## src/rtl/front_panel_pkg.sv

```systemverilog
`default_nettype none

package front_panel_pkg;

	// Display geometry
	localparam int readout_n = 4;                       // Readout modules
	localparam int readout_w = 4;                       // Digits per module
	localparam int readout_n_bits = $clog2(readout_n);
	localparam int readout_w_bits = $clog2(readout_w);
	localparam int digit_n = readout_n * readout_w;
	localparam int digit_idx_w = readout_n_bits + readout_w_bits;

	// Values and conversion
	localparam int val_w = 10;
	localparam logic [val_w-1:0] val_max = 10'd999;     // Largest shown value
	localparam int bcd_n = 3;
	localparam int conv_clocks = 10;                    // One step per input bit
	localparam int conv_cnt_w = $clog2(conv_clocks + 1);

	localparam int seg_w = 8;                           // a..g plus dp
	localparam int pwm_w = 9;

	// Timing, 50 clocks per ms
	localparam int scan_clocks = 8;
	localparam int scan_cnt_w = $clog2(scan_clocks);
	localparam int wrn_on_clocks = 10000;
	localparam int wrn_off_clocks = 15000;
	localparam int readout_on_clocks = 600;
	localparam int readout_off_clocks = 900;

	typedef enum logic [1:0] {boost, afr, oil, coolant} gauge_sel_t;

	// Active high, bit 0 is segment a
	localparam logic [seg_w-1:0] seg_font [10] = '{
		8'h3f, 8'h06, 8'h5b, 8'h4f, 8'h66,
		8'h6d, 8'h7d, 8'h07, 8'h7f, 8'h6f
	};
	localparam logic [seg_w-1:0] seg_minus = 8'h40;     // Segment g only
	localparam logic [seg_w-1:0] seg_blank = 8'h00;

endpackage

`default_nettype wire

```

## src/rtl/blinker.sv

```systemverilog
`default_nettype none

module blinker
#(
	parameter int on_clocks = 2,
	parameter int off_clocks = 2
)
(
	input logic clk,
	input logic reset,
	input logic blink,
	output logic out
);

	// Position inside one on/off period
	logic [$clog2(on_clocks + off_clocks)-1:0] cnt_reg;

	always_ff @(posedge clk, posedge reset)
	begin
		if (reset)
		begin
			cnt_reg <= '0;
			out <= 1'b0;
		end
		else if (!blink)
		begin
			// Restart from the on phase
			cnt_reg <= '0;
			out <= 1'b0;
		end
		else
		begin
			out <= (cnt_reg < on_clocks);   // First part of period lit
			if (cnt_reg == on_clocks + off_clocks - 1)
				cnt_reg <= '0;
			else
				cnt_reg <= cnt_reg + 1'b1;
		end
	end

endmodule

`default_nettype wire

```

## src/rtl/brightness_pwm.sv

```systemverilog
`default_nettype none

module brightness_pwm
	import front_panel_pkg::*;
(
	input logic clk,
	input logic reset,
	input logic disp_en,
	input logic [pwm_w-1:0] disp_w,
	output logic en
);

	logic [pwm_w-1:0] cnt_reg;

	// Free running, wraps every 512 clocks
	always_ff @(posedge clk, posedge reset)
	begin
		if (reset)
			cnt_reg <= '0;
		else
			cnt_reg <= cnt_reg + 1'b1;
	end

	// Duty cycle is disp_w out of 512
	assign en = disp_en && (cnt_reg < disp_w);

endmodule

`default_nettype wire

```

## src/rtl/readout_sequencer.sv

```systemverilog
`default_nettype none

module readout_sequencer
	import front_panel_pkg::*;
(
	input logic clk,
	input logic reset,
	input logic [val_w-1:0] boost_val,
	input logic [val_w-1:0] afr_val,
	input logic [val_w-1:0] oil_val,
	input logic [val_w-1:0] coolant_val,
	input logic boost_sign,
	input logic boost_wrn,
	input logic afr_wrn,
	input logic done_tick,
	output logic wr,
	output gauge_sel_t sel,
	output logic [val_w-1:0] val,
	output logic mantissa,
	output logic sign,
	output logic blink
);

	typedef enum logic {s_start, s_wait} state_t;

	state_t state_reg, state_next;
	gauge_sel_t sel_next;
	logic load;                         // Issue a write this edge
	logic [val_w-1:0] val_next;
	logic mantissa_next, sign_next, blink_next;

	always_ff @(posedge clk, posedge reset)
	begin
		if (reset)
		begin
			state_reg <= s_start;
			sel <= boost;
			wr <= 1'b0;
		end
		else
		begin
			state_reg <= state_next;
			sel <= sel_next;
			wr <= load;                 // One cycle strobe
		end
	end

	// Write payload, held until the next write
	always_ff @(posedge clk)
	begin
		if (load)
		begin
			val <= val_next;
			mantissa <= mantissa_next;
			sign <= sign_next;
			blink <= blink_next;
		end
	end

	// Issue/wait control
	always_comb
	begin
		state_next = state_reg;
		sel_next = sel;
		load = 1'b0;
		case (state_reg)
			s_start:
			begin
				sel_next = boost;
				load = 1'b1;
				state_next = s_wait;
			end
			default:
				if (done_tick)          // Store has committed, move on
				begin
					sel_next = gauge_sel_t'(sel + 2'd1);
					load = 1'b1;
				end
		endcase
	end

	// Per gauge format
	always_comb
	begin
		case (sel_next)
			boost:
			begin
				val_next = boost_val;
				mantissa_next = 1'b1;
				sign_next = boost_sign;
				blink_next = boost_wrn;
			end
			afr:
			begin
				val_next = afr_val;
				mantissa_next = 1'b1;
				sign_next = 1'b0;
				blink_next = afr_wrn;
			end
			oil:
			begin
				val_next = oil_val;
				mantissa_next = 1'b0;
				sign_next = 1'b0;
				blink_next = 1'b0;
			end
			default:
			begin
				val_next = coolant_val;
				mantissa_next = 1'b0;
				sign_next = 1'b0;
				blink_next = 1'b0;
			end
		endcase
	end

endmodule

`default_nettype wire

```

## src/rtl/readout_store.sv

```systemverilog
`default_nettype none

module readout_store
	import front_panel_pkg::*;
(
	input logic clk,
	input logic reset,
	input logic wr,
	input logic mantissa,
	input logic sign,
	input logic blink,
	input gauge_sel_t sel,
	input logic [val_w-1:0] val,
	output logic done_tick,
	output logic [readout_n-1:0][bcd_n-1:0][3:0] digit_bcd,
	output logic [readout_n-1:0] dp_flags,
	output logic [readout_n-1:0] sign_flags,
	output logic [readout_n-1:0] blink_flags
);

	logic busy;
	logic [conv_cnt_w-1:0] cnt_reg;     // Steps left
	logic [val_w-1:0] bin_reg;
	logic [bcd_n*4-1:0] bcd_reg, bcd_adj, bcd_step;
	gauge_sel_t sel_reg;
	logic dp_reg, sign_reg, blink_reg;

	// Shift-and-add step
	always_comb
	begin
		for (int i = 0; i < bcd_n; i++)
			bcd_adj[i*4 +: 4] = (bcd_reg[i*4 +: 4] > 4'd4) ?
				bcd_reg[i*4 +: 4] + 4'd3 : bcd_reg[i*4 +: 4];
		bcd_step = {bcd_adj[bcd_n*4-2:0], bin_reg[val_w-1]};
	end

	always_ff @(posedge clk, posedge reset)
	begin
		if (reset)
		begin
			busy <= 1'b0;
			cnt_reg <= '0;
			done_tick <= 1'b0;
			digit_bcd <= '0;
			dp_flags <= '0;
			sign_flags <= '0;
			blink_flags <= '0;
		end
		else
		begin
			done_tick <= 1'b0;
			if (wr)
			begin
				busy <= 1'b1;
				cnt_reg <= conv_cnt_w'(conv_clocks);
			end
			else if (busy)
			begin
				cnt_reg <= cnt_reg - 1'b1;
				if (cnt_reg == 1)       // Last step, commit the entry
				begin
					busy <= 1'b0;
					done_tick <= 1'b1;
					digit_bcd[sel_reg] <= bcd_step;
					dp_flags[sel_reg] <= dp_reg;
					sign_flags[sel_reg] <= sign_reg;
					blink_flags[sel_reg] <= blink_reg;
				end
			end
		end
	end

	always_ff @(posedge clk)
	begin
		if (wr)
		begin
			bin_reg <= (val > val_max) ? val_max : val;   // Clamp
			bcd_reg <= '0;
			sel_reg <= sel;
			dp_reg <= mantissa;
			sign_reg <= sign;
			blink_reg <= blink;
		end
		else if (busy)
		begin
			bin_reg <= {bin_reg[val_w-2:0], 1'b0};
			bcd_reg <= bcd_step;
		end
	end

endmodule

`default_nettype wire

```

## src/rtl/readout_scanner.sv

```systemverilog
`default_nettype none

module readout_scanner
	import front_panel_pkg::*;
(
	input logic clk,
	input logic reset,
	input logic en,
	input logic [readout_n-1:0][bcd_n-1:0][3:0] digit_bcd,
	input logic [readout_n-1:0] dp_flags,
	input logic [readout_n-1:0] sign_flags,
	input logic [readout_n-1:0] blink_flags,
	output logic [seg_w-1:0] sseg,
	output logic [digit_n-1:0] c
);

	logic [scan_cnt_w-1:0] tick_reg;    // Clocks on current digit
	logic [digit_idx_w-1:0] idx_reg;    // Current digit
	logic [readout_n_bits-1:0] mod_i;
	logic [readout_w_bits-1:0] pos_i;
	logic [seg_w-1:0] seg_pat;
	logic readout_on;
	logic any_blink;

	// Shared blink phase for all modules
	assign any_blink = |blink_flags;

	blinker
	#(
		.on_clocks(readout_on_clocks),
		.off_clocks(readout_off_clocks)
	)
	readout_blink
	(
		.clk(clk),
		.reset(reset),
		.blink(any_blink),
		.out(readout_on)
	);

	// Digit k is module k/4, position k mod 4
	assign mod_i = idx_reg[digit_idx_w-1:readout_w_bits];
	assign pos_i = idx_reg[readout_w_bits-1:0];

	always_comb
	begin
		case (pos_i)
			0:
				seg_pat = sign_flags[mod_i] ? seg_minus : seg_blank;
			1:
				seg_pat = seg_font[digit_bcd[mod_i][2]];    // Hundreds
			2:
				// Tens, with the decimal point after it
				seg_pat = seg_font[digit_bcd[mod_i][1]] |
					{dp_flags[mod_i], {(seg_w-1){1'b0}}};
			default:
				seg_pat = seg_font[digit_bcd[mod_i][0]];    // Units
		endcase
		if (blink_flags[mod_i] && !readout_on)
			seg_pat = seg_blank;
	end

	always_ff @(posedge clk, posedge reset)
	begin
		if (reset)
		begin
			tick_reg <= '0;
			idx_reg <= '0;
			sseg <= '0;
			c <= '0;
		end
		else
		begin
			if (tick_reg == scan_clocks - 1)
			begin
				tick_reg <= '0;
				idx_reg <= idx_reg + 1'b1;  // Wraps after the last digit
			end
			else
			begin
				tick_reg <= tick_reg + 1'b1;
			end

			sseg <= seg_pat;
			// One-hot enable, dark while PWM is off
			if (en)
				c <= {{(digit_n-1){1'b0}}, 1'b1} << idx_reg;
			else
				c <= '0;
		end
	end

endmodule

`default_nettype wire

```

## src/rtl/front_panel_controller.sv

```systemverilog
`default_nettype none

module front_panel_controller
	import front_panel_pkg::*;
(
	input logic clk,
	input logic reset,
	input logic [pwm_w-1:0] disp_w,         // Brightness
	input logic disp_en,
	input logic [val_w-1:0] boost_val,
	input logic [val_w-1:0] afr_val,
	input logic [val_w-1:0] oil_val,
	input logic [val_w-1:0] coolant_val,
	input logic boost_sign,                 // Boost is negative
	input logic wrn,
	input logic boost_wrn,
	input logic afr_wrn,
	output logic [seg_w-1:0] sseg,
	output logic [digit_n-1:0] c,
	output logic warning
);

	logic en;

	// Sequencer to store
	logic wr, mantissa, sign, blink, done_tick;
	gauge_sel_t sel;
	logic [val_w-1:0] val;

	// Store to scanner
	logic [readout_n-1:0][bcd_n-1:0][3:0] digit_bcd;
	logic [readout_n-1:0] dp_flags, sign_flags, blink_flags;

	brightness_pwm brightness_pwm
	(
		.clk(clk), .reset(reset),
		.disp_en(disp_en), .disp_w(disp_w), .en(en)
	);

	blinker
	#(
		.on_clocks(wrn_on_clocks),
		.off_clocks(wrn_off_clocks)
	)
	warning_blinker
	(
		.clk(clk), .reset(reset), .blink(wrn), .out(warning)
	);

	readout_sequencer readout_sequencer
	(
		.clk(clk), .reset(reset),
		.boost_val(boost_val), .afr_val(afr_val),
		.oil_val(oil_val), .coolant_val(coolant_val),
		.boost_sign(boost_sign), .boost_wrn(boost_wrn), .afr_wrn(afr_wrn),
		.done_tick(done_tick), .wr(wr), .sel(sel), .val(val),
		.mantissa(mantissa), .sign(sign), .blink(blink)
	);

	readout_store readout_store
	(
		.clk(clk), .reset(reset),
		.wr(wr), .mantissa(mantissa), .sign(sign), .blink(blink),
		.sel(sel), .val(val), .done_tick(done_tick),
		.digit_bcd(digit_bcd), .dp_flags(dp_flags),
		.sign_flags(sign_flags), .blink_flags(blink_flags)
	);

	readout_scanner readout_scanner
	(
		.clk(clk), .reset(reset), .en(en),
		.digit_bcd(digit_bcd), .dp_flags(dp_flags),
		.sign_flags(sign_flags), .blink_flags(blink_flags),
		.sseg(sseg), .c(c)
	);

endmodule

`default_nettype wire

```

## config.mk

```make
export PLATFORM = sky130hd
export DESIGN_NAME = front_panel_controller
export DESIGN_NICKNAME = d
export VERILOG_FILES = /design/src/rtl/front_panel_pkg.sv /design/src/rtl/blinker.sv /design/src/rtl/brightness_pwm.sv /design/src/rtl/readout_sequencer.sv /design/src/rtl/readout_store.sv /design/src/rtl/readout_scanner.sv /design/src/rtl/front_panel_controller.sv
export SDC_FILE = /design/constraint.sdc
export NUM_CORES = 1
export LEC_CHECK = 0
export ABC_AREA = 1
export ABC_CLOCK_PERIOD_IN_PS = 2950
export BUFFER_PORTS_ARGS = -buffer_cell sky130_fd_sc_hd__buf_4
export CELL_PAD_IN_SITES_DETAIL_PLACEMENT = 1
export CELL_PAD_IN_SITES_GLOBAL_PLACEMENT = 2
export CORE_ASPECT_RATIO = 1.75
export CORE_MARGIN = 3
export CORE_UTILIZATION = 36
export DETAILED_ROUTE_END_ITERATION = 8
export GPL_ROUTABILITY_DRIVEN = 0
export MAX_ROUTING_LAYER = met4
export PLACE_DENSITY = 0.89
export SKIP_LAST_GASP = 1
export SLEW_MARGIN = 10
export SYNTH_ARGS = -nofsm -noshare
export SYNTH_HDL_FRONTEND = slang
export SYNTH_HIERARCHICAL = 1
export SYNTH_SLANG_ARGS = --single-unit
```

## constraint.sdc

```tcl
create_clock -name clk -period 2.95 [get_ports clk]
set_clock_uncertainty 0.2 [all_clocks]
set_input_delay 0.59 -clock clk [delete_from_list [all_inputs] [get_ports clk]]
set_output_delay 0.59 -clock clk [all_outputs]
set_load 0.005 [all_outputs]
```

=== Word level (Yosys, flattened, before mapping) ===
Memory sizes are Yosys's and may differ from the RTL's.
Cells that the tools add are included.

* Register bits after elaboration: 178
* Memory bits (writable): 0
* Memory bits (read-only): 384
* Memories: 3
* Output and inout port bits: 25
* Latch bits: 0

* Div/mod/pow operators: 0
* Equal/unequal tests: 8
* Magnitude comparators: 13
* Multiplexer cells: 54
* Add/sub/neg operators: 10
* Reductions and logical operators: 10
* Shift operators: 1
* Bitwise operators: 5
* Multipliers: 0

{| class="wikitable"
|+ Memory list
! name !! words !! width !! rd ports !! clocked after memory_dff !! wr ports !! RTL line !! text
|-
| (no name shown) || 16 || 8 || 1 || 0 || 0 || readout_scanner.sv:54 || <nowiki>seg_pat = seg_font[digit_bcd[mod_i][1]] |</nowiki>
|-
| (no name shown) || 16 || 8 || 1 || 0 || 0 || readout_scanner.sv:51 || <nowiki>seg_pat = seg_font[digit_bcd[mod_i][2]];</nowiki>
|-
| (no name shown) || 16 || 8 || 1 || 0 || 0 || readout_scanner.sv:57 || <nowiki>seg_pat = seg_font[digit_bcd[mod_i][0]];</nowiki>
|}

{| class="wikitable"
|+ Operators by type and width
! kind !! number
|-
| 8-bit two-way mux || 7
|-
| 48-bit bitwise mux || 1
|-
| 10-bit two-way mux || 3
|-
| 15-bit two-way mux || 2
|-
| 10-bit case mux with 3 select lines || 1
|-
| 12-bit binary-select mux with 2-bit select || 1
|-
| 12-bit demux with 2-bit select || 1
|-
| 12-bit two-way mux || 2
|-
| 8-bit case mux with 3 select lines || 1
|-
| 11-bit two-way mux || 2
|-
| 16-bit two-way mux || 1
|-
| 4-bit two-way mux || 4
|-
| 1-bit by 4-bit << shifter with 16-bit output, first input constant || 1
|-
| 15-bit by 1-bit adder with 15-bit output, second input constant || 1
|-
| 15-bit == test, second input constant || 1
|-
| 5-bit greater-or-equal comparator, second input constant || 3
|-
| 15-bit by 14-bit less-than comparator with 1-bit output, second input constant || 1
|-
| 1-bit two-way mux || 15
|-
| 4-bit NOT with 5-bit output || 3
|-
| 4-bit bitwise mux || 3
|-
| 4-bit by 3-bit greater-than comparator with 1-bit output, second input constant || 3
|-
| 11-bit by 1-bit adder with 11-bit output, second input constant || 1
|-
| 11-bit == test, second input constant || 1
|-
| 11-bit by 10-bit less-than comparator with 1-bit output, second input constant || 1
|-
| other kinds (30) || 41
|}

=== Logic depth before layout (Yosys ltp) ===
* Depth in word-level cells: 9
* Mapped depth: 16

=== Hierarchy ===
The synthesis kept the hierarchy.

{| class="wikitable"
|+ Modules (own cells, without submodules)
! module !! times used !! area an instance (µm²) !! cells an instance
|-
| readout_store || 1 || 4020.1 || 483
|-
| readout_scanner || 1 || 2367.3 || 357
|-
| readout_sequencer || 1 || 942.2 || 99
|-
| blinker at warning_blinker || 1 || 883.3 || 114
|-
| blinker at readout_scanner.readout_blink || 1 || 626.9 || 77
|-
| brightness_pwm || 1 || 611.8 || 72
|}

=== Worst setup path after synthesis ===
No wires, ideal clock.

* Path type: reg2reg
* From: reg readout_scanner.idx_reg[3]
* To: reg readout_scanner.sseg[3]
* Setup slack: 973 ps
* Required time: 2637 ps
* Setup time: 113 ps
* Period minus slack after synthesis: 1977 ps
* Data arrival time: 1664 ps
* Cell stages (with the launch flop): 14
* Cells stage by stage: dfrtp_1 -> buf_4 -> inv_4 -> buf_4 -> o211ai_1 -> nand2_1 -> inv_1 -> ha_1 -> nand3_1 -> nand3_1 -> nand2_1 -> nand3_1 -> nand2_1 -> inv_1

* Cells in the longest elaborated chain, start to end: 9
* Elaborated cells between the ends (all ways): 20

{| class="wikitable"
|+ Ends and longest elaborated chain
! element !! RTL line !! text
|-
| from (decl) || readout_scanner.sv:18 || <nowiki>logic [digit_idx_w-1:0] idx_reg;</nowiki>
|-
| from (signal assigned) || readout_scanner.sv:77 || <nowiki>idx_reg <= idx_reg + 1'b1;</nowiki>
|-
| 12-bit binary-select mux with 2-bit select || readout_scanner.sv:51, readout_scanner.sv:54, readout_scanner.sv:57 ||
|-
| 12-bit two-way mux (implied by the code) || readout_scanner.sv:51 ||
|-
| 4-bit NOT with 5-bit output (implied by the code) || readout_scanner.sv:54 ||
|-
| memory read 16 x 8 bit || n/a ||
|-
| 8-bit two-way mux (implied by the code) (2 in series) || readout_scanner.sv:54 ||
|-
| 8-bit OR || readout_scanner.sv:54 ||
|-
| 8-bit case mux with 3 select lines || readout_scanner.sv:47 || <nowiki>case (pos_i)</nowiki>
|-
| 8-bit two-way mux (*) || readout_scanner.sv:59 || <nowiki>if (blink_flags[mod_i] && !readout_on)</nowiki>
|-
| via readout_scanner.seg_pat[3] || readout_scanner.sv:21 || <nowiki>logic [seg_w-1:0] seg_pat;</nowiki>
|-
| to (signal assigned) || readout_scanner.sv:84 || <nowiki>sseg <= seg_pat;</nowiki>
|-
| to (decl) || readout_scanner.sv:13 || <nowiki>output logic [seg_w-1:0] sseg,</nowiki>
|}

Mark *: on every way through the listed nets, which the timed path passes. The rest lies on a longest branch. The select of a mux whose other input is x is not followed.
A chain may end at the register's enable or synchronous reset.

=== Worst setup path after layout ===
* From: reg readout_sequencer.wr
* To: reg readout_store.bin_reg[0] (enable)

* Cells in the longest elaborated chain, start to end: 1

{| class="wikitable"
|+ Ends and longest elaborated chain
! element !! RTL line !! text
|-
| from (decl) || readout_sequencer.sv:16 || <nowiki>output logic wr,</nowiki>
|-
| from (signal assigned) || readout_sequencer.sv:44 || <nowiki>wr <= load;</nowiki>
|-
| 2-bit nonzero test (no source line) || n/a ||
|-
| to (signal assigned) || readout_store.sv:77 || <nowiki>bin_reg <= (val > val_max) ? val_max : val;</nowiki>
|-
| to (signal assigned) || readout_store.sv:86 || <nowiki>bin_reg <= {bin_reg[val_w-2:0], 1'b0};</nowiki>
|-
| to (decl) || readout_store.sv:23 || <nowiki>logic [val_w-1:0] bin_reg;</nowiki>
|}

No other way between the ends.

==> flow_summary.ini <==
[synth]
yosys.area.top_type = dfrtp_1
yosys.cell_types.count = 43
syn_inst = 1202
synth-edff-count = 28
syn_area_mm2 = 0.00945
synth_flop_cell = dfrtp_1
synth-async-reset-ratio_pct = 77.5
synth.most_common_cell = nand2_1
avgSynthCellArea_um2 = 7.86
synth_common_cells = nand2_1, dfrtp_1, nand3_1, inv_1, nor2_1
synth-seq-cells = 178
synth_nets = 1300
yosys_warnings = 6
synth_top_area_share_pct = 36.5
synth.yosys.seq_area_share_pct = 48.0
synthTopCellsByArea = dfrtp_1, nand2_1, edfxtp_1

[critical_path]
worst_ep_required_time_ns = 2.83
cp_cell_sequence = nor2_1 -> inv_1
worstReg2RegEnd = readout_store/bin_reg[0]$_SDFFCE_PN0P_
reg2reg_depth = 2
crit_type = reg -> reg
r2r_setup_slack_ns = 0.67
start_kind = flop
cp_top_family = simple AND/OR/NAND/NOR gates
cp-startpoint = readout_sequencer/wr$_DFF_PP0_
cp.depth = 2
max_stage_delay_ns = 0.82
path_buf_inv = 1
worstPathArrival_ns = 2.16
slowest_stage = nor2_1
rr_startpoint = readout_sequencer/wr$_DFF_PP0_
worstSetupEndpointType = flop
cp_max_fo = 15

[grt]
overflow = 0
track_usage_pct = 18.6
grt_pass1_wl_mm = 41.1
grt_pass1_vias = 8481
antenna_found_initial = 0
grt_max_degree = 67

[die]
io_pins = 81
rows = 77
start_util_pct = 37.0
core-area_mm2 = 0.0255
die_area_mm2 = 0.0283
die_x_um = 128
chipHeight_um = 220

[drt]
avgViaCountPerCell = 4.90
wl_mm = 23.9
dr_wl_met3_um = 583
wl_met1_mm = 9.04
highest_layer = met4
drt_iter0_markers = 287
vias = 7866
drtPass1Iterations = 4
dr_wl_met2_mm = 13.9
wire_per_inst_um = 14.9
ant_nets = 0
drc = 0

[clocking]
clockBufferDepth = 2
clockRootBuffer = clkbuf_16
cts_tree = built
cts_buffers = 17
clk_pin_slew_ns = 0.07
clock-sinks = 178
htreeDepth = 4
insertion_delay_ns = 0.44
post_cts.resized_instances = 0

[pwr]
power_per_cell_area_mw_per_mm2 = 529
vdd_drop_max_mv = 0.379
power.leakage_nw = 5.60
power.total_mw = 5.80

[place]
port_buffers = 80
placed_cell_area_mm2 = 0.0103
dp_hpwl_mm = 18.3

[hold_path]
min_delay_worst_endpoint = warning_blinker/cnt_reg[14]$_DFF_PP0_
hold_depth = 3
worstHoldPathType = in -> reg
hp-start = wrn

[timing]
relSlewSlack_pct = 30.9
fmax_mhz = 438
rsz0062_at_grt = false
final_max_slew_viol_count = 0
finalSetupTns_ns = 0
min_period_ns = 2.28
hold_viol_final = 0
finalSetupViolations = 0
period_share_pct = 77.4
worstMarginPinSlew_ns = 1.03

[final_layout]
final_core_util_pct = 42.9
n_fill_cell = 3105
drive_gt1_share_pct = 13.0
largest_reg_flops = 48
finalNetCount = 1374
n_antenna_cell = 0
seq_area_mm2 = 0.00453
areaGrowthSynthToFinish_pct = 15.9
final_area_mm2 = 0.0110
multiInputGateArea_mm2 = 0.00415

[flow_run]
cap_violations = 0

[status]
run_status = completed
## power breakdown
part           switching, mW  leakage, nW  total, mW  internal [mW]
registers             0.0994         2.22       2.76           2.66
logic                  0.411         3.07      0.653          0.242
clock network          0.978        0.309       2.39           1.41
## how the worst max path moves through the flow
stage,slack [ns],end
after floorplan,0.51,readout_store/blink_flags[0]$_DFFE_PP0P_
after global placement,0.67,readout_store/bin_reg[1]$_DFFE_PP_
after detailed placement,0.64,readout_store/bin_reg[1]$_DFFE_PP_
after CTS,0.62,readout_store/bin_reg[0]$_SDFFCE_PN0P_
after global routing,0.41,readout_store/bcd_reg[0]$_SDFFE_PP0P_
final,0.67,readout_store/bin_reg[0]$_SDFFCE_PN0P_
## routing by layer
metal  vias to the layer above  global-route usage (%)
met1                      3827                    18.4
met2                        96                    36.3
met3                        20                    3.38
met4                         0                    5.13
li1                       3923                       -
met5                         -                       -
## placed cells by master, fill, tap and decap left out, drive strengths merged, types with 2 or more instances in the layout
cell type,n
dfrtp,138
buf,91
dfxtp,12
clkinv,9
nand4,28
ha,42
o211ai,2
a21oi,20
o21ai,15
xnor2,4
nor3,3
nand2,440
edfxtp,28
xor2,13
nand3,138
bufinv,3
clkbuf,20
nor2,121
nand3b,5
a31oi,5
o21bai,2
inv,140
## layout make-up
type                            count  area share [%]
Clock buffer                       20            4.27
Clock inverter                     12            1.40
Inverter                          140            4.83
Multi-Input combinational cell    847            37.8
Sequential cell                   178            41.4
Tap cell                          316            3.61
Timing Repair Buffer               92            6.67
## logic make-up after synthesis
| family | Yosys count | synth area share [%] |
|---|---|---|
| AND/OR/NAND/NOR | 739 | 33.8 |
| adder cells (fa/ha/maj) | 42 | 5.56 |
| AO/OA/AOI/OAI | 48 | 2.89 |
| other | 1 | 0.0397 |
| XOR/XNOR | 17 | 1.58 |
| flip-flops | 178 | 48.0 |
| buffers and inverters | 177 | 8.15 |
## per-stage QoR
stage | setup slack [ns] | instances | hold WS, ns
finish | 0.667 | 1605 | 0.221
global route | 0.408 | 1605 | 0.219
CTS | 0.616 | 1605 | 0.197
detailed placement | 0.645 | 1572 | 0.221
global placement | 0.667 | 1572 | 0.207
floorplan | 0.505 | 1202 | 0.156
## worst register-to-register path, cell delays in order (launching register included)
cell and delay (ns):
dfrtp_1 0.45, nor2_1 0.82, inv_1 0.46
## repair_timing
item | CTS | global route
hold buffers | 1 | 0
hold endpoints to repair | 20 | 0
setup buffers | 0 | 0
(Power assumes the default switching activity.)
